$ cat src/mac_tx_pkg.sv
`default_nettype none

package mac_tx_pkg;

    // one frame byte as it leaves a source
    localparam int unsigned ETH_BYTE_W = 8;

    typedef logic [ETH_BYTE_W-1:0] eth_byte_t;

    // fifo entry, last-byte flag sits above the data byte
    typedef struct packed {
        logic      last;
        eth_byte_t data;
    } fifo_word_t;

    // largest frame without fcs, the mac inserts the checksum itself
    localparam int unsigned ETH_FRAME_MAX_BYTES = 1514;

    // arbiter state
    // idle: nobody holds the grant
    // frame: grant held until the granted source hands over its last byte
    typedef enum logic {
        ARB_IDLE  = 1'b0,
        ARB_FRAME = 1'b1
    } arb_state_e;

endpackage

`default_nettype wire

$ cat src/frame_byte_fifo.sv
`default_nettype none

module frame_byte_fifo #(
    parameter int unsigned FIFO_ADDR_W = 5
) (
    input  logic                   i_txmac_clk,
    input  logic                   i_txmac_srst,
    input  logic                   i_wr_en,
    input  mac_tx_pkg::fifo_word_t i_wr_word,
    input  logic                   i_rd_en,
    output logic                   o_full,
    output logic                   o_empty,
    output mac_tx_pkg::fifo_word_t o_rd_word,
    output logic                   o_rd_vld
);
    import mac_tx_pkg::*;

    localparam int unsigned DEPTH = 2 ** FIFO_ADDR_W;

    fifo_word_t           mem [DEPTH];
    // pointers carry one extra wrap bit above the address
    logic [FIFO_ADDR_W:0] wr_ptr;
    logic [FIFO_ADDR_W:0] rd_ptr;
    logic                 rd_accept;

    // same address, different lap means full
    assign o_full  = (wr_ptr[FIFO_ADDR_W] != rd_ptr[FIFO_ADDR_W]) &&
                     (wr_ptr[FIFO_ADDR_W-1:0] == rd_ptr[FIFO_ADDR_W-1:0]);
    assign o_empty = (wr_ptr == rd_ptr);

    // reads on an empty fifo are dropped here
    assign rd_accept = i_rd_en & ~o_empty;

    // storage, writer already holds off when full
    always_ff @(posedge i_txmac_clk) begin
        if (i_wr_en) begin
            mem[wr_ptr[FIFO_ADDR_W-1:0]] <= i_wr_word;
        end
    end

    // registered read data, holds until the next accepted read
    always_ff @(posedge i_txmac_clk) begin
        if (rd_accept) begin
            o_rd_word <= mem[rd_ptr[FIFO_ADDR_W-1:0]];
        end
    end

    always_ff @(posedge i_txmac_clk) begin
        if (i_txmac_srst) begin
            wr_ptr   <= '0;
            rd_ptr   <= '0;
            o_rd_vld <= 1'b0;
        end else begin
            if (i_wr_en) begin
                wr_ptr <= wr_ptr + 1'b1;
            end
            if (rd_accept) begin
                rd_ptr <= rd_ptr + 1'b1;
            end
            // one-cycle strobe alongside fresh read data
            o_rd_vld <= rd_accept;
        end
    end

endmodule

`default_nettype wire

$ cat config.mk
export PLATFORM = sky130hd
export DESIGN_NAME = frame_byte_fifo
export DESIGN_NICKNAME = d
export VERILOG_FILES = /design/src/mac_tx_pkg.sv /design/src/frame_byte_fifo.sv
export SDC_FILE = /design/constraint.sdc
export NUM_CORES = 1
export LEC_CHECK = 0
export BUFFER_PORTS_ARGS = -buffer_cell sky130_fd_sc_hd__buf_2
export CAP_MARGIN = 10
export CORE_UTILIZATION = 50
export DETAILED_ROUTE_END_ITERATION = 8
export GPL_TIMING_DRIVEN = 0
export PLACE_DENSITY = 0.77
export SYNTH_ARGS = -nofsm -noshare
export SYNTH_HDL_FRONTEND = slang
export SYNTH_SLANG_ARGS = --single-unit
$ cat constraint.sdc
create_clock -name i_txmac_clk -period 2.63 [get_ports i_txmac_clk]
set_input_delay 0 -clock i_txmac_clk [delete_from_list [all_inputs] [get_ports i_txmac_clk]]
set_output_delay 0 -clock i_txmac_clk [all_outputs]
set_load 0.05 [all_outputs]
Word-level counts from Yosys, hierarchy flattened

Memories as Yosys holds them, arrays and structs flattened. A register that Yosys moved wholly into a read port is not among the register bits.
Index checks and enable logic that the tools add are counted.

Flip-flop bits (word level): 13
Bits in writable memories: 288
Logic and storage cells: 14
Memories: 1

Add/sub/neg operators: 2
Equal/unequal tests: 3
Multiplexer cells: 2
Bitwise gates (word level): 2
Reduce and logical (&&, ||, !) cells: 1

Memory list:

| memory | depth | bits a word | read ports | clocked after Yosys merged registers in | write ports | line                  | RTL |
|---|---|---|---|---|---|---|---|
| mem    | 32    | 9           | 1          | 1                                       | 1           | frame_byte_fifo.sv:20 | `fifo_word_t mem [DEPTH];` |

Operator list:

| cell                | count |
|---|---|
| $add 6x1->6 const B | 2 |
| $eq 6x6->1          | 1 |
| $eq 5x5->1          | 1 |
| $mux 1              | 2 |
| $and 1x1->1         | 1 |
| $logic_and 1x1->1   | 1 |
| $ne 1x1->1          | 1 |
| $not 1->1           | 1 |

Logic depth before layout (Yosys ltp)

Gate-level depths: netlist (run 1).

Depth in word-level cells: 3
Depth in mapped cells: 8

Least setup slack after synthesis (run 1)

No wires, ideal clock.

Kind: reg2reg
From: register wr_ptr[2]
To: memory mem[4][0] (netlist bit) (enable)
Arrival time: 1.410 ns
Required time: 2.256 ns
Slack: 0.845 ns
Stages on the path, launching flop included: 4
Path buffers: 1
Period minus slack after synthesis: 1.785 ns
Cell sequence: dfxtp_1 buf_2 or3b_2 nor2_1

RTL lines:

| what                     | line                  | RTL |
|---|---|---|
| start: declaration       | frame_byte_fifo.sv:22 | `logic [FIFO_ADDR_W:0] wr_ptr;` |
| start signal: assignment | frame_byte_fifo.sv:55 | `wr_ptr <= wr_ptr + 1'b1;` |
| end: declaration         | frame_byte_fifo.sv:20 |  |

No word-level cell before the write port.

Final worst setup path (run 1)

From: register rd_ptr[4]
To: register, netlist name o_rd_word[1]

Word-level cells in the longest chain between the ends: 3

RTL lines:

| what                     | line                  | RTL |
|---|---|---|
| start: declaration       | frame_byte_fifo.sv:23 | `logic [FIFO_ADDR_W:0] rd_ptr;` |
| start signal: assignment | frame_byte_fifo.sv:58 | `rd_ptr <= rd_ptr + 1'b1;` |
| $eq 6x6->1               | frame_byte_fifo.sv:29 | `assign o_empty = (wr_ptr == rd_ptr);` |
| $not 1->1                | frame_byte_fifo.sv:32 | `assign rd_accept = i_rd_en & ~o_empty;` |
| $and 1x1->1              | frame_byte_fifo.sv:32 |  |

Several ways; a longest one is shown, not always the timed one.
A chain may end at the register's enable or synchronous reset.

==> results of run 1 <==
## cells in the mapped netlist, types with 2 or more instances
library cell    n
buf_4           5
buf_2          10
or3_1           2
clkbuf_8        2
nand3_1         3
a22oi_1        18
dfxtp_1        13
o22ai_1         9
nand3b_1        2
nand2_1        29
inv_1           3
nor2b_1         2
a221oi_1        7
mux2_2         27
clkbuf_1        4
xnor2_1         6
buf_6           9
a2bb2oi_1       9
mux2i_1        38
mux4_1         17
a21oi_1        20
mux4_2         28
or2_2           2
xor2_1          7
a221oi_2        2
a31oi_1         2
buf_8           4
nor2_1         57
ha_1            5
edfxtp_1      297
## worst register-to-register path, stage by stage, from the launching register on
cell,delay (ns)
dfxtp_1,0.31
buf_2,0.24
clkbuf_1,0.46
nand2_1,0.36
o22ai_1,0.32
nor2_1,0.16
a2bb2oi_1,0.15
## final cells by class
cell class                 instances  share of cell area [%]
timing repair buffer              31                    1.40
multi-input combinational        309                    21.2
clock buffer                      32                    5.28
tap                              324                    2.90
inverter                           3                  0.0807
clock inverter                    20                    1.20
sequential                       310                    65.8
buffer                            36                    2.15
## registers in the layout, indices dropped and copies added, names as in the netlist
register   flops
mem          288
o_rd_vld       1
wr_ptr         6
rd_ptr         6
o_rd_word      9
## per-layer routing
| metal | vias up | track usage, % |
|---|---|---|
| met2 | 258 | 33.8 |
| met4 | 0 | 8.83 |
| met5 | - | 0 |
| met3 | 56 | 2.16 |
| li1 | 2773 | - |
| met1 | 3220 | 26.6 |
## stage by stage
stage	hold slack (ns)	cells	setup slack, ns	util [%]	area [um2]
finish	0.0221	1065	0.373	57.2	14000
global placement	0.247	1005	0.491	53.2	13000
floorplan	0.0691	658	0.845	-	12500
detailed placement	0.257	1005	0.446	53.2	13000
CTS	0.00672	1065	0.397	57.2	14000
global route	0.0445	1065	0.270	57.2	14000
## power breakdown
group	internal, mW	leakage (nW)	switching [mW]
combinational	0.538	1.26	0.808
sequential	5.49	2.78	0.0259
clock	2.29	0.441	1.71
total	8.32	4.49	2.54
## how the worst max path moves through the flow
stage	startpoint	to	slack, ns	depth (start not counted)
2_1_floorplan	wr_ptr[2]$_SDFFE_PP0P_	mem[4][0]$_DFFE_PP_	0.85	3
3_3_place_gp	rd_ptr[1]$_SDFFE_PP0P_	o_rd_word[4]$_DFFE_PP_	0.49	8
3_5_place_dp	rd_ptr[1]$_SDFFE_PP0P_	o_rd_word[4]$_DFFE_PP_	0.45	8
4_1_cts	rd_ptr[0]$_SDFFE_PP0P_	o_empty	0.40	5
5_1_grt	rd_ptr[0]$_SDFFE_PP0P_	o_empty	0.27	5
6_report	rd_ptr[4]$_SDFFE_PP0P_	o_rd_word[1]$_DFFE_PP_	0.37	6
## logic make-up (layout without fill, tap and decap cells)
| logic type | after synthesis | in the layout | synth area share (%) |
|---|---|---|---|
| xor+xnor | 13 | 13 | 0.914 |
| mux | 110 | 110 | 14.1 |
| simple gates | 109 | 109 | 4.00 |
| flops | 310 | 310 | 73.7 |
| compound gates | 72 | 72 | 4.22 |
| fa+ha+maj | 5 | 5 | 0.502 |
| buf+inv | 39 | 122 | 2.50 |
==> flow_summary.yaml, run 1 <==
finish:
  antenna_cells: 0
  layout_common_cells: "297 x edfxtp_1, 57 x nor2_1, 38 x mux2i_1"
  final_common_cell: "edfxtp_1"
  area_growth_pct: 12.1
  nNetsFinal: 738
  multi_input_comb_area_um2: 2960
  ff_latch_area_um2: 9180
  drive_gt1_share_pct: 21.5
  nFillCells: 1759
worst_setup_path:
  path_max_fanout: 10
  worstReg2RegEnd: "o_rd_word[1]$_DFFE_PP_"
  reg2regPathDepth: 6
  crit_required_ns: 2.93
  crit_buf_inv: 2
  r2r_start: "rd_ptr[4]$_SDFFE_PP0P_"
  slowest_delay_ns: 0.46
  crit_family: "buffers and inverters"
  worst_setup_path_start_kind: "flop"
  arrival_ns: 2.56
  reg2reg_setup_slack_ns: 0.37
  cp-end-kind: "flop"
  cp_cell_sequence: "buf_2 -> clkbuf_1 -> nand2_1 -> o22ai_1 -> nor2_1 -> a2bb2oi_1"
  critPathKind: "flop to flop"
  critPathSlowestCell: "clkbuf_1"
drt:
  route.detailed.drc: 0
  wl_met2_um: 12500
  vias_per_cell: 5.92
  vias: 6307
  wl_per_cell_um: 23.6
  top_layer: "met4"
  wl_met1_um: 10200
  met3_length_um: 1490
  ant_nets: 0
  first_iter_violations: 605
  drt-total-wl_um: 25100
  drtPass1Iterations: 6
grt:
  grt_max_degree: 33
  gr-usage-all-layers_pct: 20.1
  grt_pass1_vias: 6471
  grt_remaining_overflow: 0
  grt_pass1_wl_um: 38300
  antenna_found_initial: 0
timing:
  drv_slew: 0
  relSlewSlack_pct: 39.7
  hold_viol: 0
  setup_viol: 0
  setup_tns_ns: 0
  clock_skew_ns: 0.0268
  worstMarginPinSlew_ns: 0.901
  fmax_mhz: 443
  rsz0062_at_grt: "false"
  period_share_pct: 85.8
  finalCriticalPeriod_ns: 2.26
power_and_ir_drop:
  ir_drop_v: 0.000731
  power_leakage_nw: 4.49
  power_mw: 10.9
  power.density_nw_per_um2: 779
min_path:
  worstHoldStart: "i_wr_word[2]"
  hp-class: "input port to flop"
  holdPathStages: 1
  min_to: "mem[22][2]$_DFFE_PP_"
synthesis:
  synth-edff-count: 297
  synth_top_area_share_pct: 71.6
  avgSynthCellArea_um2: 18.9
  synth_ff_type: "edfxtp_1"
  syn_inst: 658
  ys_async_sr_fraction_pct: 0
  yosys_warnings: 0
  syn_nets: 676
  synthTopCellsByArea: "edfxtp_1 72%, mux4_2 5.1%, mux4_1 3.6%"
  ys_seq_elements: 310
  synth_cell_type_count: 49
  synth_area_um2: 12500
  ys_seq_area_share_pct: 73.7
  synth.largest_area_cell: "edfxtp_1"
die:
  num_rows: 57
  initial_utilization_pct: 51.1
  io_pins: 25
  die-area_um2: 25500
  core_area_um2: 24400
  die_h_um: 160
  die_w_um: 160
place:
  routabilityCongestion: 0.869
  hpwl_um: 15700
  portBuffers: 23
job:
  cap_violations: 0
clock_tree:
  cts_resized: 0
  cts_tree: "yes"
  clock_latency_ns: 0.56
  h-tree-depth: 1
  clk_path_buf_depth: 3
  clkTransAtPathRegs_ns: 0.06
  cts.sinks: 310
  cts_made_buffers: 29
  postCtsHoldBufs: 8
  cts_setup_buffers: 0
  cts.root.buffer_cell: "clkbuf_16"
outcome:
  run_status: "complete, no violations"
Power figures use the tool's default switching activity.
==> run 2, diff against run 1 <==
--- a/config.mk
+++ b/config.mk
@@ -11,6 +11,7 @@
 export DETAILED_ROUTE_END_ITERATION = 8
 export GPL_TIMING_DRIVEN = 0
 export PLACE_DENSITY = 0.77
+export REMOVE_ABC_BUFFERS = 1
 export SYNTH_ARGS = -nofsm -noshare
 export SYNTH_HDL_FRONTEND = slang
 export SYNTH_SLANG_ARGS = --single-unit
==> flow_summary.yaml, run 2 (same netlist as run 1, synthesis figures left out) <==
power_and_ir_drop:
  power_leakage_nw: 4.40
  power.density_nw_per_um2: 795
  ir_drop_v: 0.000428
clock_tree:
  cts.sinks: 310
  clk_path_buf_depth: 3
  clkTransAtPathRegs_ns: 0.06
  clock_latency_ns: 0.55
  h-tree-depth: 1
  cts.root.buffer_cell: "clkbuf_16"
  cts_tree: "yes"
  cts_made_buffers: 30
timing:
  drv_slew: 0
  hold_slack_ns: 0.00451
  fin_ws_ns: 0.189
  setup_viol: 0
  relSlewSlack_pct: 37.3
  hold_viol: 0
  rsz0062_at_grt: "false"
  clock_skew_ns: 0.00775
  worstMarginPinSlew_ns: 0.936
  finalCriticalPeriod_ns: 2.44
  fmax_mhz: 410
  period_share_pct: 92.8
grt:
  grt_pass1_wl_um: 37700
  grt_pass1_vias: 6276
  grt_remaining_overflow: 0
  antenna_found_initial: 0
  grt_max_degree: 40
  gr-usage-all-layers_pct: 19.5
die:
  die_w_um: 160
  io_pins: 25
  core_area_um2: 24400
  num_rows: 57
  die-area_um2: 25500
  die_h_um: 160
  initial_utilization_pct: 51.1
worst_setup_path:
  critPathSlowestCell: "dfxtp_2"
  crit_required_ns: 2.63
  cp_cell_sequence: "buf_16 -> xor2_1 -> nor2_2 -> and3_1 -> buf_2"
  path_max_fanout: 21
  cp-end-kind: "output port"
  worst_setup_path_start_kind: "flop"
  critPathKind: "flop to output port"
  slowest_delay_ns: 0.63
  crit_family: "flip-flops"
  arrival_ns: 2.44
  crit_buf_inv: 2
place:
  dp_slack_ns: -0.0817
  portBuffers: 24
  hpwl_um: 14600
  routabilityCongestion: 0.807
min_path:
  hp-class: "input port to flop"
finish:
  drive_gt1_share_pct: 20.9
  area_growth_pct: 11.3
  final_common_cell: "edfxtp_1"
  final_core_util_pct: 56.8
  antenna_cells: 0
  nNetsFinal: 707
  layout_common_cells: "297 x edfxtp_1, 56 x nor2_1, 38 x mux2i_1"
  largest_reg_flops: 288
drt:
  first_iter_violations: 625
  route.detailed.drc: 0
  ant_nets: 0
  wl_per_cell_um: 23.8
  vias_per_cell: 5.94
  vias: 6160
  drtPass1Iterations: 5
  drt-total-wl_um: 24700
outcome:
  run_status: "complete, no violations"
job:
  cap_violations: 0
## run 2: changes by cell type in the layout (fill, tap and decap cells not counted), moves of 5 or more
cell	delta
dfxtp_1	-5
clkinv_2	+5
clkinv_1	-5
buf_2	-9
buf_4	-5
buf_6	-9
## run 2: what timing repair did
item,in CTS,in global routing
endpoints found under the setup margin,6,3
cloned,0,0
resized for setup,2,2
setup buffers,2,1
endpoints found under the hold margin,15,0
pin swaps,0,1
hold buffers,5,0
## run 2: per-stage QoR
step                power (mW)  area (um2)  setup TNS, ns  instances
finish                    11.0       13900              0       1037
global route              11.3       13900              0       1037
CTS                       11.0       13800              0       1036
detailed placement        6.84       12800         -0.133        973
global placement          6.85       12700         -54.46        970
floorplan                 6.50       12200         -28.65        622
## run 2: layer usage
metal	up-vias	routed length, um	track usage (%)
met5	-	0	0
met4	0	686	6.49
met3	50	1700	3.27
met2	246	11800	31.1
met1	3156	10400	27.7
li1	2708	-	-
## run 2: area by class of cell
cell class,instances,area (um2)
flip-flops and latches,310,9190
multi-input cells,309,2970
fillers,1780,10500
repair buffers,35,300
clock inverters,20,175
inverters,3,11.3
well taps,324,405
clock buffers,36,805
## run 2: path summary, 6_finish.rpt
kind / start / end / slack, ns / cells past startpoint
max: rd_ptr[4]$_SDFFE_PP0P_ / o_empty / 0.19 / 5
max reg2reg: rd_ptr[1]$_SDFFE_PP0P_ / rd_ptr[3]$_SDFFE_PP0P_ / 0.20 / 6
min reg2reg: wr_ptr[5]$_SDFFE_PP0P_ / wr_ptr[5]$_SDFFE_PP0P_ / 0.52 / 2
min: i_wr_word[5] / mem[23][5]$_DFFE_PP_ / 0.005 / 1
## run 2: where the power goes
group	leakage, nW	internal, mW	switching [mW]
clock	0.489	2.47	1.75
combinational	1.12	0.495	0.735
sequential	2.79	5.50	0.0812
