`config.mk`:
```
export PLATFORM = sky130hd
export DESIGN_NAME = frame_rr_arbiter
export DESIGN_NICKNAME = d
export VERILOG_FILES = /design/src/mac_tx_pkg.sv /design/src/frame_rr_arbiter.sv
export SDC_FILE = /design/constraint.sdc
export NUM_CORES = 1
export LEC_CHECK = 0
export ABC_AREA = 1
export BUFFER_PORTS_ARGS = -buffer_cell sky130_fd_sc_hd__buf_2
export CAP_MARGIN = 5
export CORE_AREA = 2 2 39 41
export CTS_CLUSTER_SIZE = 40
export DETAILED_ROUTE_END_ITERATION = 10
export DIE_AREA = 0 0 41 43
export PLACE_DENSITY_LB_ADDON = 0.05
export REMOVE_ABC_BUFFERS = 1
export SYNTH_ARGS = -nofsm -noshare
export SYNTH_HDL_FRONTEND = slang
export SYNTH_SLANG_ARGS = --single-unit
```
`constraint.sdc`:
```
create_clock -name i_txmac_clk -period 2.5 [get_ports i_txmac_clk]
set_input_delay 0.5 -clock i_txmac_clk [delete_from_list [all_inputs] [get_ports i_txmac_clk]]
set_output_delay 0.5 -clock i_txmac_clk [all_outputs]
set_load 0.01 [all_outputs]
```
`src/mac_tx_pkg.sv`:
```
`default_nettype none

package mac_tx_pkg;

    // one frame byte as it leaves a source
    localparam int unsigned ETH_BYTE_W = 8;

    typedef logic [ETH_BYTE_W-1:0] eth_byte_t;

    // fifo entry, last-byte flag sits above the data byte
    typedef struct packed {
        logic      last;
        eth_byte_t data;
    } fifo_word_t;

    // largest frame without fcs, the mac inserts the checksum itself
    localparam int unsigned ETH_FRAME_MAX_BYTES = 1514;

    // arbiter state
    // idle: nobody holds the grant
    // frame: grant held until the granted source hands over its last byte
    typedef enum logic {
        ARB_IDLE  = 1'b0,
        ARB_FRAME = 1'b1
    } arb_state_e;

endpackage

`default_nettype wire

```
`src/frame_rr_arbiter.sv`:
```
`default_nettype none

module frame_rr_arbiter #(
    parameter int unsigned NUM_INPUTS = 2
) (
    input  logic                                   i_txmac_clk,
    input  logic                                   i_txmac_srst,
    input  mac_tx_pkg::eth_byte_t [NUM_INPUTS-1:0] i_src_byte,
    input  logic                  [NUM_INPUTS-1:0] i_src_byte_vld,
    input  logic                  [NUM_INPUTS-1:0] i_src_last_byte,
    input  logic                                   i_fifo_full,
    output logic                  [NUM_INPUTS-1:0] o_src_byte_rd,
    output logic                                   o_wr_en,
    output mac_tx_pkg::fifo_word_t                 o_wr_word
);
    import mac_tx_pkg::*;

    // index needs at least one bit even with a single source
    localparam int unsigned IDX_W = (NUM_INPUTS > 1) ? $clog2(NUM_INPUTS) : 1;

    arb_state_e            state;
    logic [NUM_INPUTS-1:0] grant;
    logic [NUM_INPUTS-1:0] grant_mask;
    logic [NUM_INPUTS-1:0] req_masked;
    logic [NUM_INPUTS-1:0] pick_raw;
    logic [NUM_INPUTS-1:0] pick_masked;
    logic [IDX_W-1:0]      src_idx;
    logic                  byte_taken;
    logic                  last_taken;
    eth_byte_t             src_data;

    // isolate the lowest set bit, source 0 has priority
    function automatic logic [NUM_INPUTS-1:0] lowest_set(input logic [NUM_INPUTS-1:0] req);
        logic [NUM_INPUTS-1:0] neg;
        neg = ~req + 1'b1;
        return req & neg;
    endfunction

    // sources already served in this rotation are masked out
    assign req_masked  = i_src_byte_vld & ~grant_mask;
    assign pick_raw    = lowest_set(i_src_byte_vld);
    assign pick_masked = lowest_set(req_masked);

    // one-hot grant to binary index for the byte mux
    always_comb begin
        src_idx = '0;
        for (int unsigned i = 0; i < NUM_INPUTS; i++) begin
            if (grant[i]) begin
                src_idx = IDX_W'(i);
            end
        end
    end

    // read strobe is the grant, held off while the fifo is full
    assign o_src_byte_rd = grant & ~{NUM_INPUTS{i_fifo_full}};

    // a byte moves when the granted source is valid and we read it
    assign byte_taken = o_src_byte_rd[src_idx] & i_src_byte_vld[src_idx];
    assign last_taken = byte_taken & i_src_last_byte[src_idx];
    assign src_data   = i_src_byte[src_idx];

    assign o_wr_en        = byte_taken;
    assign o_wr_word.last = i_src_last_byte[src_idx];
    assign o_wr_word.data = src_data;

    always_ff @(posedge i_txmac_clk) begin
        if (i_txmac_srst) begin
            state      <= ARB_IDLE;
            grant      <= '0;
            grant_mask <= '0;
        end else begin
            case (state)
                ARB_IDLE: begin
                    // restart the rotation from the raw requests
                    grant      <= pick_raw;
                    grant_mask <= pick_raw;
                    state      <= (|i_src_byte_vld) ? ARB_FRAME : ARB_IDLE;
                end
                ARB_FRAME: begin
                    // grant only moves on a frame boundary
                    if (last_taken) begin
                        grant      <= pick_masked;
                        grant_mask <= grant_mask | pick_masked;
                        // nothing left unmasked, drop grant for a cycle
                        state      <= (|req_masked) ? ARB_FRAME : ARB_IDLE;
                    end
                end
                default: begin
                    state <= ARB_IDLE;
                end
            endcase
        end
    end

endmodule

`default_nettype wire

```
Word level (Yosys, flattened, before mapping)
Cells that the tools add are included.
{"block": "word_totals", "word_cells": 38, "register_bits": 5, "out_inout_bits": 12, "in_bits": 23}
{"block": "op_classes", "reduce_logical": 2, "n_eq_ne": 1, "n_lt_le_gt_ge": 1, "muxes": 17, "bitwise": 12, "add_sub_neg": 2}
{"cell": "$mux W8", "n": 2}
{"cell": "$mux W1", "n": 10}
{"cell": "$and A2 B2 Y2", "n": 4}
{"cell": "$not A2 Y2", "n": 4}
{"cell": "$pmux W2 S2", "n": 2}
{"cell": "$add A2 B1 Y2 const B", "n": 2}
{"cell": "$mux W2", "n": 2}
{"cell": "$reduce_or A2 Y1", "n": 2}
{"cell": "$and A1 B1 Y1", "n": 2}
{"cell": "$lt A1 B2 Y1 const B", "n": 1}
{"cell": "$ne A2 B1 Y1 const B", "n": 1}
{"cell": "$or A2 B2 Y2", "n": 1}
{"cell": "$pmux W1 S2", "n": 1}
{"cell": "$not A1 Y1", "n": 1}

Depth between registers and ports, before layout
Gate-level depths: netlist (run 1).
{"block": "depth", "ltp_word": 8, "mapped_depth": 7, "ltp_nobuf": 7}

Worst setup path after synthesis (run 1)
No wires, ideal clock.
{"block": "synth_timing", "path_type": "input to output", "startpoint": "input port i_fifo_full", "endpoint": "output port o_wr_en", "path_slack_ns": 1.116, "t_required_ns": 2.000, "path_buffers": 0, "t_arrival_ns": 0.884, "cell_stages": 4, "path_cell_list": "inv_1 -> nand2_1 -> nand2_1 -> and2_2"}
{"block": "synth_between", "elab_chain_len": 5}
{"item": "start, declared", "line_no": "frame_rr_arbiter.sv:11", "text": "input logic i_fifo_full,"}
{"item": "$not A2 Y2", "line_no": "frame_rr_arbiter.sv:55", "text": "assign o_src_byte_rd = grant & ~{NUM_INPUTS{i_fifo_full}};"}
{"item": "$and A2 B2 Y2", "line_no": "frame_rr_arbiter.sv:55"}
{"item": "$mux W1 (implied by the code) (2 in a row)", "line_no": "frame_rr_arbiter.sv:58", "text": "assign byte_taken = o_src_byte_rd[src_idx] & i_src_byte_vld[src_idx];"}
{"item": "$and A1 B1 Y1", "line_no": "frame_rr_arbiter.sv:58"}
{"item": "end, declared", "line_no": "frame_rr_arbiter.sv:13", "text": "output logic o_wr_en,"}
Every way passes these cells. The select of a mux whose other input is x is not followed.

Worst setup path after layout (run 1)
{"block": "layout_timing", "startpoint": "register grant[1]", "endpoint": "output port o_wr_en"}
{"block": "layout_between", "elab_chain_len": 4, "elab_cells_between_ends": 7, "cone_classes": "mux (5); bitwise (2)"}
{"item": "start, declared", "line_no": "frame_rr_arbiter.sv:22", "text": "logic [NUM_INPUTS-1:0] grant;"}
{"item": "start signal, assigned", "line_no": "frame_rr_arbiter.sv:75", "text": "grant <= pick_raw;"}
{"item": "start signal, assigned", "line_no": "frame_rr_arbiter.sv:82", "text": "grant <= pick_masked;"}
{"item": "$and A2 B2 Y2 / $mux W1 (equally long branches)", "line_no": "frame_rr_arbiter.sv:55, frame_rr_arbiter.sv:48"}
{"item": "$mux W1 (implied by the code) (2 in a row)", "line_no": "frame_rr_arbiter.sv:58"}
{"item": "$and A1 B1 Y1 *", "line_no": "frame_rr_arbiter.sv:58"}
Every way passes the cells marked *; elsewhere a longest branch is shown, timed or not. The select of a mux whose other input is x is not followed.

==> results of run 1 <==
[final cells by class]
cell class	count	area share, %
multi-input combinational	56	44.6
timing repair buffer	35	28.4
sequential	5	16.0
clock buffer	4	4.20
inverter	6	3.60
tap	16	3.20
[per-layer routing]
layer  global-route usage [%]  vias up
met1                     14.1      206
li1                         -      286
met3                     1.57        2
met2                     20.6       24
met4                     10.0        0
met5                        0        -
[kinds of logic (layout without fill, tap and decap cells)]
group | count (synthesis) | in the layout | share of synthesized area, %
AO/OA/AOI/OAI | 8 | 8 | 11.3
buffers and inverters | 8 | 45 | 9.82
flip-flops | 5 | 5 | 23.8
AND/OR/NAND/NOR | 48 | 48 | 55.1
[worst paths after layout]
| kind | end | slack (ns) | depth (start not counted) |
|---|---|---|---|
| worst max-delay path | o_wr_en | 0.67 | 5 |
| worst min-delay path | grant_mask[1]$_SDFFE_PP0P_ | 0.45 | 2 |
| worst max register to register | grant[1]$_SDFFE_PP0P_ | 1.26 | 7 |
| worst min register to register | grant_mask[1]$_SDFFE_PP0P_ | 0.45 | 2 |
[sequential cells by signal, indices dropped and copies added, names as in the netlist]
| register | cells |
|---|---|
| grant | 2 |
| grant_mask | 2 |
| state | 1 |
[power groups by stage]
stage / logic, mW / clock network [mW] / registers [mW]
floorplan: 0.0487 / 0 / 0.0948
CTS: 0.0899 / 0.0969 / 0.0934
global route: 0.103 / 0.107 / 0.0941
finish: 0.0880 / 0.0915 / 0.0932
global placement: 0.0889 / 0 / 0.0952
detailed placement: 0.0896 / 0 / 0.0948
[critical path, delay by kind of cell (launching register included)]
kind / cells / cell delay (ns)
buf+inv: 2 / 0.28
flops: 1 / 0.45
simple gates: 3 / 0.36
[placed cells by master (no fill, tap or decap), drive strengths merged]
master,Yosys,routed
inv,6,6
nor2,1,1
nand2,41,41
or2,1,1
buf,2,35
clkbuf,0,4
a21oi,5,5
o21ai,1,1
o22ai,1,1
and2,1,1
nand3,4,4
dfxtp,5,5
a21boi,1,1
[synth_stat cells, drive strengths merged]
library cell	instances
o22ai	1
a21boi	1
nand3	4
nor2	1
buf	2
or2	1
and2	1
inv	6
o21ai	1
nand2	41
dfxtp	5
a21oi	5
[per-stage QoR]
step,setup slack (ns),power [mW],hold slack [ns]
finish,0.674,0.273,0.452
global route,0.517,0.304,0.477
CTS,0.617,0.280,0.456
detailed placement,0.885,0.184,0.449
global placement,0.881,0.184,0.451
floorplan,0.959,0.143,0.431
==> results.sh, run 1 <==
export IMPL_status="finished clean"
export IMPL_wirelength_um=951
export IMPL_cts_sinks=5
export IMPL_ys_seq_elements=5
export IMPL_ioPinCount=35
export IMPL_worstSetupStartpointType="flop"
export IMPL_tns_ns=0
export IMPL_rsz0062_at_grt="no"
export IMPL_cts_tree="done"
export IMPL_setup_violations=0
export IMPL_crit_required_ns=2.00
export IMPL_rows=14
export IMPL_htree_levels=1
export IMPL_fmax_ghz=0.548
export IMPL_grt_pass1_wl_mm=1.55
export IMPL_diodes=0
export IMPL_die_h_um=43
export IMPL_grt_usage_pct=12.9
export IMPL_ant_nets=0
export IMPL_drtIter0Drc=5
export IMPL_numCtsBuffers=3
export IMPL_endpoint_kind="primary output"
export IMPL_startpoint="grant[1]$_SDFFE_PP0P_"
export IMPL_dieArea_mm2=0.00176
export IMPL_core_mm2=0.00138
export IMPL_finClkSkew_ns=0.00107
export IMPL_clk_latency_ns=0.24
export IMPL_multi_input_area_um2=279
export IMPL_hp_class="flop to flop"
export IMPL_crit_path_max_fanout=10
export IMPL_yosysTopAreaCellShare_pct=32.1
export IMPL_clockBufferDepth=2
export IMPL_cts_resized_gates=0
export IMPL_crit_path_cell_trace="inv_2 -> nand2_1 -> nand2_4 -> and2_2 -> buf_2"
export IMPL_peakVddDrop_uv=263
export IMPL_slew_headroom_pct=79.8
export IMPL_finalCritPeriodShare_pct=73.1
export IMPL_seqCellArea_um2=100
export IMPL_worst_path_max_delay_cell="dfxtp_1"
export IMPL_dieWidth_um=41
export IMPL_cts_root_buf="clkbuf_4"
export IMPL_critPathKind="flop to primary output"
export IMPL_dr_pass1_iters=3
export IMPL_wl_met2_um=440
export IMPL_avgSynthCellArea_um2=6.09
export IMPL_drive_above_1_share_pct=44.3
export IMPL_hold_buffers=0
export IMPL_wl_per_cell_um=7.80
export IMPL_p_int_mw=0.187
export IMPL_final_util_pct=45.2
export IMPL_ys_types=17
export IMPL_layout_nets=130
export IMPL_postCtsSetupBuffers=0
export IMPL_antenna_found_initial=0
export IMPL_worst_slew_pin_slew_ns=0.302
export IMPL_grt_pass1_vias=433
export IMPL_top_layer_used="met4"
export IMPL_area_growth_pct=48.8
export IMPL_yosys_warnings=0
export IMPL_gr_total_overflow=0
export IMPL_routabilityCongestion=0.681
export IMPL_netlist_area_um2=420
export IMPL_hpwl_um=808
export IMPL_vias=518
export IMPL_stdcell_area_um2=626
export IMPL_regToRegStartpoint="grant[1]$_SDFFE_PP0P_"
export IMPL_finalHoldViolCount=0
export IMPL_synth_area_top_cells="nand2_1 32%, dfxtp_1 24%, nand2_4 8.0%, a21oi_1 6.0%, inv_1 4.5%"
export IMPL_viasPerCell=4.25
export IMPL_placed_area_um2=599
export IMPL_pwr_share_comb_pct=32.3
export IMPL_ys_seq_area_share_pct=23.8
export IMPL_grt_start_max_net_pins=11
export IMPL_power_density_mw_per_mm2=436
export IMPL_syn_inst=69
export IMPL_p_leak_nw=0.381
export IMPL_dp_cells=118
export IMPL_initial_utilization_pct=30.4
export IMPL_instances_no_fill=122
export IMPL_drc=0
export IMPL_port_buffers=34
export IMPL_p_clk_share_pct=33.6
export IMPL_swShare_pct=31.3
export IMPL_crit_arrival_ns=1.33
export IMPL_dr_wl_met3_um=116
export IMPL_switchingPower_mw=0.0854
export IMPL_fill_cells=175
export IMPL_synth_top_area_cell="nand2_1"
export IMPL_wirelength_met1_um=378
export IMPL_layout_min_cycle_time_ns=1.83
export IMPL_clk_pin_slew_ns=0.04
export IMPL_min_from="grant_mask[1]$_SDFFE_PP0P_"
export IMPL_power_frac_seq_pct=34.2
export IMPL_slew_violations=0
export IMPL_crit_path_max_incr_delay_ns=0.45
export IMPL_max_cap_violations=0
Note: power is estimated with default switching activity, not from simulation.
==> run 2: changes to the inputs <==
==> constraint.sdc (replaced) <==
create_clock -name i_txmac_clk -period 1.91 [get_ports i_txmac_clk]
set_input_delay 0.382 -clock i_txmac_clk [delete_from_list [all_inputs] [get_ports i_txmac_clk]]
set_output_delay 0.382 -clock i_txmac_clk [all_outputs]
set_load 0.01 [all_outputs]
==> run 2 against run 1 <==
Hold slack got worse by 0.083 ns. Sequential share of layout area unchanged. Non-clock buffer count unchanged. Critical path type unchanged. Clock power increased by 28%. Cell count unchanged. Register-to-register slack got worse by 0.59 ns.
==> results.sh, run 2 (synthesis results as in run 1) <==
export IMPL_status="finished clean"
export IMPL_setup_violations=0
export IMPL_viasPerCell=4.25
export IMPL_finalHoldViolCount=0
export IMPL_gr_max_usage_layer="met2"
export IMPL_layout_nets=130
export IMPL_cts_sinks=5
export IMPL_power_density_mw_per_mm2=570
export IMPL_instances_no_fill=122
export IMPL_placed_area_um2=599
export IMPL_endpoint_kind="primary output"
export IMPL_worst_slew_pin_slew_ns=0.318
export IMPL_numCtsBuffers=3
export IMPL_drive_above_1_share_pct=44.3
export IMPL_port_buffers=34
export IMPL_grt_pass1_wl_mm=1.65
export IMPL_grt_pass1_vias=427
export IMPL_drc=0
export IMPL_cts_root_buf="clkbuf_4"
export IMPL_grt_usage_pct=13.4
export IMPL_largestRegisters="grant x2, grant_mask x2, state x1"
export IMPL_htree_levels=1
export IMPL_stdcell_area_um2=626
export IMPL_final_util_pct=45.2
export IMPL_dieWidth_um=41
export IMPL_fmax_ghz=0.587
export IMPL_finalCritPeriodShare_pct=89.2
export IMPL_crit_path_max_fanout=10
export IMPL_diodes=0
export IMPL_critPathKind="flop to primary output"
export IMPL_dp_cells=118
export IMPL_mostFrequentLayoutCell="nand2_1"
export IMPL_ioPinCount=35
export IMPL_layout_common_cells="36 x nand2_1, 34 x buf_2, 5 x inv_1, 5 x a21oi_1, 5 x dfxtp_1"
export IMPL_dr_pass1_iters=4
export IMPL_grt_util_met2_pct=20.6
export IMPL_cts_resized_gates=0
export IMPL_rows=14
export IMPL_crit_arrival_ns=1.32
export IMPL_p_leak_nw=0.381
export IMPL_hp_class="primary input to flop"
export IMPL_area_growth_pct=48.8
export IMPL_gr_total_overflow=0
export IMPL_initial_utilization_pct=30.4
export IMPL_vias=519
export IMPL_ant_nets=0
export IMPL_clk_pin_slew_ns=0.04
export IMPL_routabilityCongestion=0.694
export IMPL_grt_util_met3_pct=2.09
export IMPL_grt_start_max_net_pins=11
export IMPL_worstSetupStartpointType="flop"
export IMPL_crit_required_ns=1.53
export IMPL_clockBufferDepth=2
export IMPL_dieArea_mm2=0.00176
export IMPL_slew_violations=0
export IMPL_hold_buffers=0
export IMPL_wirelength_mm=1.06
export IMPL_peakVddDrop_uv=350
export IMPL_antenna_found_initial=0
export IMPL_clk_latency_ns=0.23
export IMPL_setup_slack_ns=0.207
export IMPL_tns_ns=0
export IMPL_max_cap_violations=0
export IMPL_fill_cells=162
export IMPL_power_mw=0.356
export IMPL_drtIter0Drc=3
export IMPL_hpwl_um=860
export IMPL_worst_hold_slack_ns=0.368
export IMPL_core_mm2=0.00138
export IMPL_layout_min_cycle_time_ns=1.70
export IMPL_postCtsSetupBuffers=0
export IMPL_met1_usage_pct=16.5
export IMPL_die_h_um=43
export IMPL_finClkSkew_ns=0.000254
export IMPL_slew_headroom_pct=78.8
export IMPL_cts_tree="done"
export IMPL_dp_slack_ns=0.440
export IMPL_wl_per_cell_um=8.67
export IMPL_rsz0062_at_grt="no"
==> run 2: path summary, 6_finish.rpt <==
kind / from / to / slack (ns) / depth (start not counted)
setup / recovery: grant[1]$_SDFFE_PP0P_ / o_wr_en / 0.21 / 5
hold / removal: i_txmac_srst / grant[0]$_SDFFE_PP0P_ / 0.37 / 2
setup reg to reg: grant[1]$_SDFFE_PP0P_ / grant_mask[0]$_SDFFE_PP0P_ / 0.67 / 7
hold reg to reg: grant_mask[1]$_SDFFE_PP0P_ / grant_mask[1]$_SDFFE_PP0P_ / 0.46 / 2
==> run 2: critical path, stage by stage (launching register included) <==
cell	delay (ns)
dfxtp_1	0.41
buf_4	0.21
nand2_1	0.08
nand2_1	0.12
and2_2	0.15
buf_2	0.12
==> run 2: where the power goes <==
group	internal (mW)	leakage, nW	total (mW)	switching (mW)
Clock	0.0787	0.0150	0.117	0.0382
Sequential	0.113	0.0413	0.122	0.00914
Combinational	0.0538	0.324	0.118	0.0641
==> run 2: area by class of cell <==
| class | count | area, µm² | area share (%) |
|---|---|---|---|
| Timing Repair Buffer | 35 | 178 | 28.4 |
| Sequential cell | 5 | 100 | 16.0 |
| Inverter | 6 | 22.5 | 3.60 |
| Multi-Input combinational cell | 56 | 279 | 44.6 |
| Clock buffer | 4 | 26.3 | 4.20 |
| Tap cell | 16 | 20.0 | 3.20 |
==> run 2: routing by layer <==
metal	routed length, µm	vias to the layer above
met1	438	206
met2	501	22
li1	-	289
met5	0	-
met3	108	2
met4	9	0
