--- config.mk ---
export PLATFORM = sky130hd
export DESIGN_NAME = mac_tx_frame_tracker
export DESIGN_NICKNAME = d
export VERILOG_FILES = /design/src/mac_tx_pkg.sv /design/src/mac_tx_frame_tracker.sv
export SDC_FILE = /design/constraint.sdc
export NUM_CORES = 1
export LEC_CHECK = 0
export ABC_AREA = 1
export BUFFER_PORTS_ARGS = -buffer_cell sky130_fd_sc_hd__buf_2
export CAP_MARGIN = 10
export CORE_MARGIN = 2
export CORE_UTILIZATION = 23
export CTS_CLUSTER_DIAMETER = 100
export DETAILED_ROUTE_END_ITERATION = 10
export SLEW_MARGIN = 40
export SYNTH_ARGS = -nofsm -noshare
export SYNTH_HDL_FRONTEND = slang
export SYNTH_SLANG_ARGS = --single-unit
--- constraint.sdc ---
create_clock -name i_txmac_clk -period 1.83 [get_ports i_txmac_clk]
set_input_delay 0.2745 -clock i_txmac_clk [delete_from_list [all_inputs] [get_ports i_txmac_clk]]
set_output_delay 0.2745 -clock i_txmac_clk [all_outputs]
set_load 0.05 [all_outputs]
--- src/mac_tx_pkg.sv ---
`default_nettype none

package mac_tx_pkg;

    // one frame byte as it leaves a source
    localparam int unsigned ETH_BYTE_W = 8;

    typedef logic [ETH_BYTE_W-1:0] eth_byte_t;

    // fifo entry, last-byte flag sits above the data byte
    typedef struct packed {
        logic      last;
        eth_byte_t data;
    } fifo_word_t;

    // largest frame without fcs, the mac inserts the checksum itself
    localparam int unsigned ETH_FRAME_MAX_BYTES = 1514;

    // arbiter state
    // idle: nobody holds the grant
    // frame: grant held until the granted source hands over its last byte
    typedef enum logic {
        ARB_IDLE  = 1'b0,
        ARB_FRAME = 1'b1
    } arb_state_e;

endpackage

`default_nettype wire

--- src/mac_tx_frame_tracker.sv ---
`default_nettype none

module mac_tx_frame_tracker #(
    parameter int unsigned FIFO_ADDR_W = 5
) (
    input  logic                   i_txmac_clk,
    input  logic                   i_txmac_srst,
    input  logic                   i_wr_en,
    input  logic                   i_wr_last,
    input  logic                   i_fifo_empty,
    input  mac_tx_pkg::fifo_word_t i_rd_word,
    input  logic                   i_rd_vld,
    output logic                   o_tx_fifoavail,
    output logic                   o_tx_fifoeof,
    output mac_tx_pkg::eth_byte_t  o_tx_fifodata
);

    // complete frames currently held in the fifo
    logic [FIFO_ADDR_W-1:0] frame_cnt;
    logic                   frame_in;
    logic                   frame_out;

    // a last byte written closes a frame on the input side
    assign frame_in  = i_wr_en & i_wr_last;

    // eof only on the cycle a fresh word is presented,
    // held read data never repeats the pulse
    assign o_tx_fifoeof = i_rd_vld & i_rd_word.last;
    assign frame_out    = o_tx_fifoeof;

    // data byte toward the mac, flag stripped off
    assign o_tx_fifodata = i_rd_word.data;

    always_ff @(posedge i_txmac_clk) begin
        if (i_txmac_srst) begin
            frame_cnt <= '0;
        end else begin
            case ({frame_in, frame_out})
                2'b10: begin
                    frame_cnt <= frame_cnt + 1'b1;
                end
                2'b01: begin
                    frame_cnt <= frame_cnt - 1'b1;
                end
                default: begin
                    // no change, or one in and one out together
                    frame_cnt <= frame_cnt;
                end
            endcase
        end
    end

    // a whole frame is buffered and the fifo still has bytes for it
    assign o_tx_fifoavail = (|frame_cnt) & ~i_fifo_empty;

endmodule

`default_nettype wire

; ---- Word-level counts from Yosys, hierarchy flattened
; Index checks and enable logic that the tools add are counted.
[op_classes]
bitwise = 4
reduce_logical = 2
n_addsub = 2
n_mux = 1
n_eq_ne = 2
[op_table]
columns = operator, count
row1 = one-hot mux 5 bit (2 select lines), 1
row2 = "adder 5 x 1 -> 5 bit, second input constant", 1
row3 = OR reduction 5 bit, 1
row4 = "subtractor 5 x 1 -> 5 bit, second input constant", 1
row5 = bitwise AND 1 bit, 3
row6 = "equality test 2 x 1 -> 1 bit, second input constant", 1
row7 = "equality test 2 bit, second input constant", 1
row8 = nonzero test 2 bit, 1
row9 = inverter 1 bit, 1
[totals]
reg_bits = 5
inputBits = 15
output_inout_bits = 10
word_cells = 12

; ---- Depth between registers and ports, before layout
; Gate-level depths: netlist of run 1.
[logic_depth]
depth_word = 3
mapped_depth = 15
ltp_nobuf = 15

; ---- Worst setup path after synthesis of run 1
; OpenSTA, ideal clock, no wires.
[synth_path]
path_type = input-to-reg
from = in i_rd_vld
to = reg frame_cnt[2]
slack_ps = -11
arrival_ps = 1725
stages = 12
cell_sequence = nand2_1 -> inv_1 -> ha_1 -> nand2_1 -> inv_1 -> nor2_2 -> ha_1 -> inv_1 -> nand2_1 -> xor2_1 -> o21ai_0 -> inv_1
[synth_via]
elab_chain_len = 3
[synth_lines]
columns = item, line
row1 = start: declaration, mac_tx_frame_tracker.sv:12  ; input logic i_rd_vld,
row2 = bitwise AND 1 bit (*), mac_tx_frame_tracker.sv:28  ; assign o_tx_fifoeof = i_rd_vld & i_rd_word.last;
row3 = named net o_tx_fifoeof, mac_tx_frame_tracker.sv:14  ; output logic o_tx_fifoeof,
row4 = equality test 2 x 1 -> 1 bit or equality test 2 bit (tied branches), mac_tx_frame_tracker.sv:38  ; case ({frame_in, frame_out})
row5 = one-hot mux 5 bit (2 select lines) or nonzero test 2 bit (tied branches), --
row6 = end signal: assignment, mac_tx_frame_tracker.sv:40  ; frame_cnt <= frame_cnt + 1'b1;
row7 = end signal: assignment, mac_tx_frame_tracker.sv:43  ; frame_cnt <= frame_cnt - 1'b1;
row8 = end signal: assignment, mac_tx_frame_tracker.sv:47  ; frame_cnt <= frame_cnt;
row9 = end: declaration, mac_tx_frame_tracker.sv:19  ; logic [FIFO_ADDR_W-1:0] frame_cnt;
; The timed path passes the listed nets; every way through them passes the cells marked *.
; A chain may end at the register's enable or synchronous reset.

; ---- Final worst setup path of run 1
[layout_path]
from = in i_rd_vld
to = reg frame_cnt[4]
[layout_via]
elab_chain_len = 3
[layout_lines]
columns = item, line
row1 = bitwise AND 1 bit (*), mac_tx_frame_tracker.sv:28
row2 = equality test 2 x 1 -> 1 bit or equality test 2 bit (tied branches), mac_tx_frame_tracker.sv:38
row3 = one-hot mux 5 bit (2 select lines) or nonzero test 2 bit (tied branches), --
; Every way passes the cells marked *; elsewhere a longest branch is shown, timed or not.

==> results of run 1 <==
## where the power goes
part | switching, mW | total [mW] | internal, mW
Clock | 0.0432 | 0.125 | 0.0823
Sequential | 0.0132 | 0.137 | 0.123
Combinational | 0.0756 | 0.124 | 0.0487
## Yosys cell counts (all sizes together)
master and n:
a41o 1, nand3 5, buf 8, xnor2 1, a21oi 4, dfxtp 5, o21bai 1, nand2 19
xor2 2, nor2 4, inv 15, o21ai 1, ha 4, nand3b 1
## layer usage
layer	track usage	up-vias	wire length, µm
li1	-	217	-
met1	0.0663	169	334
met2	0.116	7	362
met3	0.00920	5	33
met4	0.100	0	44
met5	0	-	0
## final timing paths
path | start | endpoint | cells past startpoint
worst max register to register | frame_cnt[1] | frame_cnt[4] | 10
worst min-delay path | i_txmac_srst | frame_cnt[1] | 2
worst max-delay path | i_rd_vld | frame_cnt[4] | 15
worst min register to register | frame_cnt[1] | frame_cnt[1] | 2
## layout make-up
| class | instances | area, µm² | area share |
|---|---|---|---|
| timing repair buffer | 8 | 40.0 | 0.0773 |
| sequential | 5 | 100 | 0.193 |
| tap | 27 | 33.8 | 0.0652 |
| clock buffer | 4 | 26.3 | 0.0507 |
| inverter | 15 | 60.1 | 0.116 |
| multi-input combinational | 43 | 258 | 0.498 |
## per-stage QoR
step | hold WS, ps | setup slack (ps) | instances | utilization | total power [mW]
finish | 243 | 308 | 102 | 0.270 | 0.386
global route | 249 | 140 | 102 | 0.270 | 0.417
CTS | 240 | 294 | 102 | 0.270 | 0.393
detailed placement | 502 | 43.2 | 98 | 0.256 | 0.262
global placement | 498 | 77.0 | 98 | 0.256 | 0.262
floorplan | 344 | 13.2 | 71 | - | 0.282
## cells by family (layout without fill, tap and decap cells)
group / after synthesis / in the layout / synth area share
compound gates: 7 / 7 / 0.0921
xor+xnor: 3 / 3 / 0.0569
fa+ha+maj: 4 / 4 / 0.108
buf+inv: 23 / 27 / 0.252
flops: 5 / 5 / 0.217
simple gates: 29 / 29 / 0.274
## critical path: stages
cell        delay (ps)
buf_2               90
nand2_1             90
clkinvlp_4         120
ha_4               190
nand2_1             60
inv_1               50
nor2_2             110
ha_1               150
inv_1               40
nand2_1             90
nand3_1            110
nand3b_1           100
nand3_1             80
nand2_1             60
inv_1               30
==> results.txt, run 1 <==
Worst slew pin tran: 250 ps
Mapped Cells: 71
Port bufs: 8
Layout cell share with drive strength beyond 1: 0.200
Status: completed
Via count: 398
Initial Utilization: 0.240
CTS Sinks: 5
Via density: 3.90
R2r setup slk: 450 ps
Arrival @ worst endpoint: 1660 ps
Post-synthesis sequential area ratio: 0.217
Max_cap viols: 0
Number of flip-flops in the largest register: 5
P&R area growth vs syn: 12.2%
Number of global-route vias before repair: 349
Tcrit/Tclk final: 0.832
Iter 0 DRT Violations: 7
Die Ht: 48.8 µm
Rows: 16
Synthesis warning total: 0
Unique masters post-synth: 16
Setup CP Type: in -> reg
Post-DRT Antenna Nets: 0
First-pass GRT wire length: 1260 µm
Area contributors post-synth: dfxtp_1 22%, nand2_1 15%, buf_4 13%
Worst skew pair latency: 240 ps
Fmax: 0.657 GHz
Setup crit end kind: register
Most frequent cells in the layout: 19 x nand2_1, 14 x inv_1, 8 x buf_2
CTS Root Cell: clkbuf_4
Fill cells: 239
Core area: 1920 µm²
RSZ-0062 raised after global routing: no
Clock-pin transition on the worst setup and hold timing paths: 40 ps
Total die area: 2380 µm²
CTS hold repair buffers: 0
Tmin final: 1520 ps
DP Area: 492 µm²
H-tree levels: 1
Setup Buffers After CTS: 0
Io pins: 25
#FFs+latches synth: 5
Post-Synthesis Cell Area: 462 µm²
Static leakage: 0.281 nW
Chip width: 48.8 µm
Initial antenna violation count: 0
Area share of the largest cell type after synthesis: 0.217
Max Root-Sink Buffers: 2
Commonest non-fill, non-tap cell in the layout: nand2_1
Hold crit path type: in -> reg
Design Area, Final: 518 µm²
Regs by FF count: frame_cnt x5
GRT Resource Usage Total: 0.0712
Routed WL: 775 µm
Pin count of the biggest net entering global routing: 8
Setup TNS: 0 ps
Syn nets: 90
Avg WL per Cell: 7.60 µm
# resized after CTS: 0
Num CTS Buffers: 3
Skew final: 2.13 ps
First-pass detailed-route iteration total: 3
Detailed placement HPWL: 660 µm
Syn Area/Cell: 6.50 µm²
Final nets: 95
Congestion Overflow GR: 0
Ant diodes: 0
Final hold vios: 0
Worst Setup Start Kind: input port
CP required: 1970 ps
Biggest register: frame_cnt
Max VDD drop: 0.317 mV
Pins Over Slew Limit: 0
CP Max Fanout: 5
# setup viols final: 0
DRC viols: 0
Max-slew headroom: 0.834
Yosys top cell by area: dfxtp_1
PD cells: 746 nW/µm²
RePlAce Congestion: 0.786
CTS tree: done
(Power assumes the default switching activity.)
==> run 2, diff against run 1 <==
==> constraint.sdc (replaced) <==
create_clock -name i_txmac_clk -period 1.5 [get_ports i_txmac_clk]
set_input_delay 0.225 -clock i_txmac_clk [delete_from_list [all_inputs] [get_ports i_txmac_clk]]
set_output_delay 0.225 -clock i_txmac_clk [all_outputs]
set_load 0.05 [all_outputs]
==> results.txt, run 2 (same netlist as run 1, synthesis figures left out) <==
Buf+Inv Stages, Crit Path: 2
Worst slew pin tran: 249 ps
Placed Cells: 103
CP Max Fanout: 5
Ant diodes: 0
H-tree levels: 1
Final nets: 100
Top Family by Delay on Critical Path: flip-flops
# setup viols final: 0
Via count: 425
Status: completed
R2R Path End: frame_cnt[2]
Setup CP Type: reg -> out
Avg WL per Cell: 8.50 µm
PD cells: 845 nW/µm²
Iter 0 DRT Violations: 2
Detailed placement HPWL: 778 µm
Slowest stage delay, CP: 410 ps
Total die area: 2380 µm²
Regs by FF count: frame_cnt x5
CTS Root Cell: clkbuf_4
Biggest register: frame_cnt
R2r setup slk: 100 ps
Commonest non-fill, non-tap cell in the layout: nand2_1
CTS tree: done
Initial antenna violation count: 0
Worst Setup Start Kind: register
Hold WS: 196 ps
Number of global-route vias before repair: 399
Skew final: 0.679 ps
Layout cell share with drive strength beyond 1: 0.325
Worst skew pair latency: 240 ps
Static leakage: 0.309 nW
Crit path cell chain: nor2_1 > a41o_1 > inv_1 > buf_2
Reg2Reg Depth: 9
Via density: 3.97
Io pins: 25
GRT Resource Usage Total: 0.0848
Critical path depth: 4
Pre-CTS setup slack: -192 ps
Crit-path slowest cell: dfxtp_1
Chip width: 48.8 µm
Tmin final: 1430 ps
Critical Path Sink: o_tx_fifoavail
Setup crit end kind: output port
Final worst slack: 68.3 ps
Num CTS Buffers: 3
Fin cells: 107
Initial Utilization: 0.240
First-pass GRT wire length: 1560 µm
Routed WL: 909 µm
Number of flip-flops in the largest register: 5
Hold path cells: 2
Max-slew headroom: 0.835
DRC viols: 0
Worst r2r src: frame_cnt[1]
P&R area growth vs syn: 30.1%
Critical path startpoint: frame_cnt[1]
First-pass detailed-route iteration total: 2
Fmax: 0.698 GHz
Max Root-Sink Buffers: 2
Max VDD drop: 0.478 mV
Total power: 0.508 mW
Setup TNS: 0 ps
Design Area, Final: 601 µm²
Arrival @ worst endpoint: 1210 ps
Post-DRT Antenna Nets: 0
Clock-pin transition on the worst setup and hold timing paths: 40 ps
Pin count of the biggest net entering global routing: 8
Congestion Overflow GR: 0
Port bufs: 8
Die Ht: 48.8 µm
Core area: 1920 µm²
Max_cap viols: 0
Utilization after layout: 0.313
Final hold vios: 0
Rows: 16
CTS Sinks: 5
RePlAce Congestion: 0.720
Most frequent cells in the layout: 17 x nand2_1, 14 x inv_1, 8 x buf_2
CTS hold repair buffers: 0
Pins Over Slew Limit: 0
DP Area: 563 µm²
CP required: 1270 ps
Tcrit/Tclk final: 0.954
Hold crit path type: in -> reg
## run 2: timing repair
| action | CTS | global route |
|---|---|---|
| hold endpoints to repair | 0 | 0 |
| gates resized for setup | 1 | 3 |
| endpoints found under the setup margin | 1 | 2 |
| setup buffers | 0 | 0 |
| pin swaps | 0 | 1 |
## run 2: routing by layer
metal,vias up,global-route usage,routed length [µm]
met1,188,0.0907,388
met5,-,0,0
met3,2,0.0276,60
li1,226,-,-
met4,0,0.0571,10
met2,9,0.142,449
## run 2: worst min-delay path by stage
stage,end,start
after floorplan,frame_cnt[1],i_txmac_srst
after global placement,frame_cnt[1],i_txmac_srst
after detailed placement,frame_cnt[1],i_txmac_srst
after CTS,frame_cnt[0],i_txmac_srst
after global routing,frame_cnt[0],i_txmac_srst
final,frame_cnt[0],i_txmac_srst
## run 2: cell type report
cell class / count / area (µm²)
Fill cell: 234 / 1320
Multi-Input combinational cell: 43 / 302
Clock buffer: 4 / 26.3
Sequential cell: 5 / 101
Timing Repair Buffer: 13 / 77.6
Inverter: 15 / 60.1
Tap cell: 27 / 33.8
## run 2: worst reg2reg max path: cells and delay by family (launching register included)
family	cells	cell delay, ps
buf+inv	3	230
flops	1	410
compound gates	1	150
fa+ha+maj	1	150
xor+xnor	1	160
simple gates	3	180
## run 2: power breakdown
part / internal, mW / total, mW / switching (mW)
Sequential: 0.151 / 0.171 / 0.0198
Clock: 0.100 / 0.154 / 0.0532
Combinational: 0.0769 / 0.183 / 0.106
Total: 0.329 / 0.508 / 0.179
==> run 3, diff against run 2 <==
--- a/config.mk
+++ b/config.mk
@@ -7,11 +7,10 @@
 export LEC_CHECK = 0
 export ABC_AREA = 1
 export BUFFER_PORTS_ARGS = -buffer_cell sky130_fd_sc_hd__buf_2
-export CAP_MARGIN = 10
-export CORE_MARGIN = 2
-export CORE_UTILIZATION = 23
+export CORE_AREA = 2 2 39 41
 export CTS_CLUSTER_DIAMETER = 100
 export DETAILED_ROUTE_END_ITERATION = 10
+export DIE_AREA = 0 0 41 43
 export SLEW_MARGIN = 40
 export SYNTH_ARGS = -nofsm -noshare
 export SYNTH_HDL_FRONTEND = slang
==> results.txt, run 3 (same netlist as run 1, synthesis figures left out) <==
Via count: 412
PD cells: 870 nW/µm²
Crit path cell chain: nor2_1 > a41o_1 > inv_1 > clkbuf_4
Slowest stage delay, CP: 430 ps
CP required: 1270 ps
Worst skew pair latency: 240 ps
Worst Setup Start Kind: register
Tcrit/Tclk final: 0.959
Total power: 0.507 mW
Critical path startpoint: frame_cnt[0]
CTS tree: done
Total die area: 1760 µm²
First-pass GRT wire length: 1360 µm
Most frequent cells in the layout: 17 x nand2_1, 14 x inv_1, 7 x buf_2
H-tree levels: 1
Setup TNS: 0 ps
Biggest register: frame_cnt
Pin count of the biggest net entering global routing: 8
Top Family by Delay on Critical Path: flip-flops
Chip width: 41 µm
Fill cells: 142
Die Ht: 43 µm
Initial Utilization: 0.334
Number of global-route vias before repair: 357
Tmin final: 1440 ps
Ant diodes: 0
Arrival @ worst endpoint: 1210 ps
Worst slew pin tran: 252 ps
Detailed placement HPWL: 650 µm
Reg2Reg Depth: 12
Worst r2r src: frame_cnt[1]
Pins Over Slew Limit: 0
Layout cell share with drive strength beyond 1: 0.300
R2r setup slk: 140 ps
CP Max Fanout: 4
Critical path depth: 4
Regs by FF count: frame_cnt x5
Port bufs: 8
Max VDD drop: 0.788 mV
DP Area: 549 µm²
Fin cells: 96
CTS Sinks: 5
Io pins: 25
Design Area, Final: 583 µm²
Skew final: 4.29 ps
Avg WL per Cell: 8.47 µm
Final nets: 100
Iter 0 DRT Violations: 3
Setup crit end kind: output port
Crit-path slowest cell: dfxtp_1
Max-slew headroom: 0.833
Hold WS: 214 ps
Number of flip-flops in the largest register: 5
Num CTS Buffers: 3
R2R Path End: frame_cnt[4]
RSZ-0062 raised after global routing: no
Max Root-Sink Buffers: 2
Status: completed
# setup viols final: 0
RePlAce Congestion: 0.801
Congestion Overflow GR: 0
First-pass detailed-route iteration total: 7
Via density: 4.29
Fmax: 0.695 GHz
P&R area growth vs syn: 26.3%
Placed Cells: 92
Setup Buffers After CTS: 0
# resized after CTS: 0
Routed WL: 813 µm
Setup CP Type: reg -> out
CTS Root Cell: clkbuf_4
Hold crit path type: in -> reg
Static leakage: 0.308 nW
Final hold vios: 0
Final worst slack: 61.9 ps
Commonest non-fill, non-tap cell in the layout: nand2_1
Clock-pin transition on the worst setup and hold timing paths: 40 ps
Rows: 14
Post-DRT Antenna Nets: 0
Pre-CTS setup slack: -157 ps
Initial antenna violation count: 0
Max_cap viols: 0
Core area: 1380 µm²
DRC viols: 0
CTS hold repair buffers: 0
Buf+Inv Stages, Crit Path: 2
Utilization after layout: 0.421
GRT Resource Usage Total: 0.114
Critical Path Sink: o_tx_fifoavail
## run 3: changes by cell type in the layout (fill, tap and decap cells not counted)
| cell | before | now |
|---|---|---|
| nand3_1 | 3 | 4 |
| clkbuf_4 | 3 | 4 |
| nand3_2 | 2 | 1 |
| buf_2 | 8 | 7 |
| dfxtp_2 | 1 | 0 |
| dfxtp_1 | 4 | 5 |
## run 3: worst reg2reg max path: stages (launching register included)
cell and delay [ps]:
dfxtp_1 400, nand2_1 70, inv_1 120, nor2_4 50, ha_4 150, inv_1 60
nand2_2 60, nand3_1 100, nand2_1 60, nand2_1 50, nand3_1 70, nand2_1 60
inv_1 30
## run 3: power by group
part / total [mW] / internal [mW] / leakage [nW] / switching, mW
clock: 0.153 / 0.100 / 0.0150 / 0.0523
sequential: 0.170 / 0.150 / 0.0413 / 0.0196
combinational: 0.185 / 0.0821 / 0.252 / 0.103
total: 0.507 / 0.333 / 0.308 / 0.175
## run 3: how the worst min path moves through the flow
stage | start | slack [ps] | cells past startpoint | endpoint
after floorplan | i_txmac_srst | 290 | 1 | frame_cnt[1]
final | i_txmac_srst | 210 | 2 | frame_cnt[1]
after CTS | i_txmac_srst | 200 | 2 | frame_cnt[1]
after global placement | i_txmac_srst | 450 | 2 | frame_cnt[1]
after global routing | i_txmac_srst | 210 | 2 | frame_cnt[1]
after detailed placement | i_rd_word[1] | 450 | 0 | o_tx_fifodata[1]
## run 3: cell type report
| cell class | instances | area [µm²] | share of cell area |
|---|---|---|---|
| Multi-Input combinational cell | 43 | 297 | 0.509 |
| Clock buffer | 4 | 26.3 | 0.0451 |
| Tap cell | 16 | 20.0 | 0.0343 |
| Timing Repair Buffer | 13 | 80.1 | 0.137 |
| Sequential cell | 5 | 100 | 0.172 |
| Inverter | 15 | 60.1 | 0.103 |
## run 3: layer usage
layer  vias up  GRT usage  wire length, µm
met5         -          0                0
met4         0     0.0333                2
met3         2     0.0628               53
met2         8      0.166              361
met1       172      0.139              395
li1        230          -                -
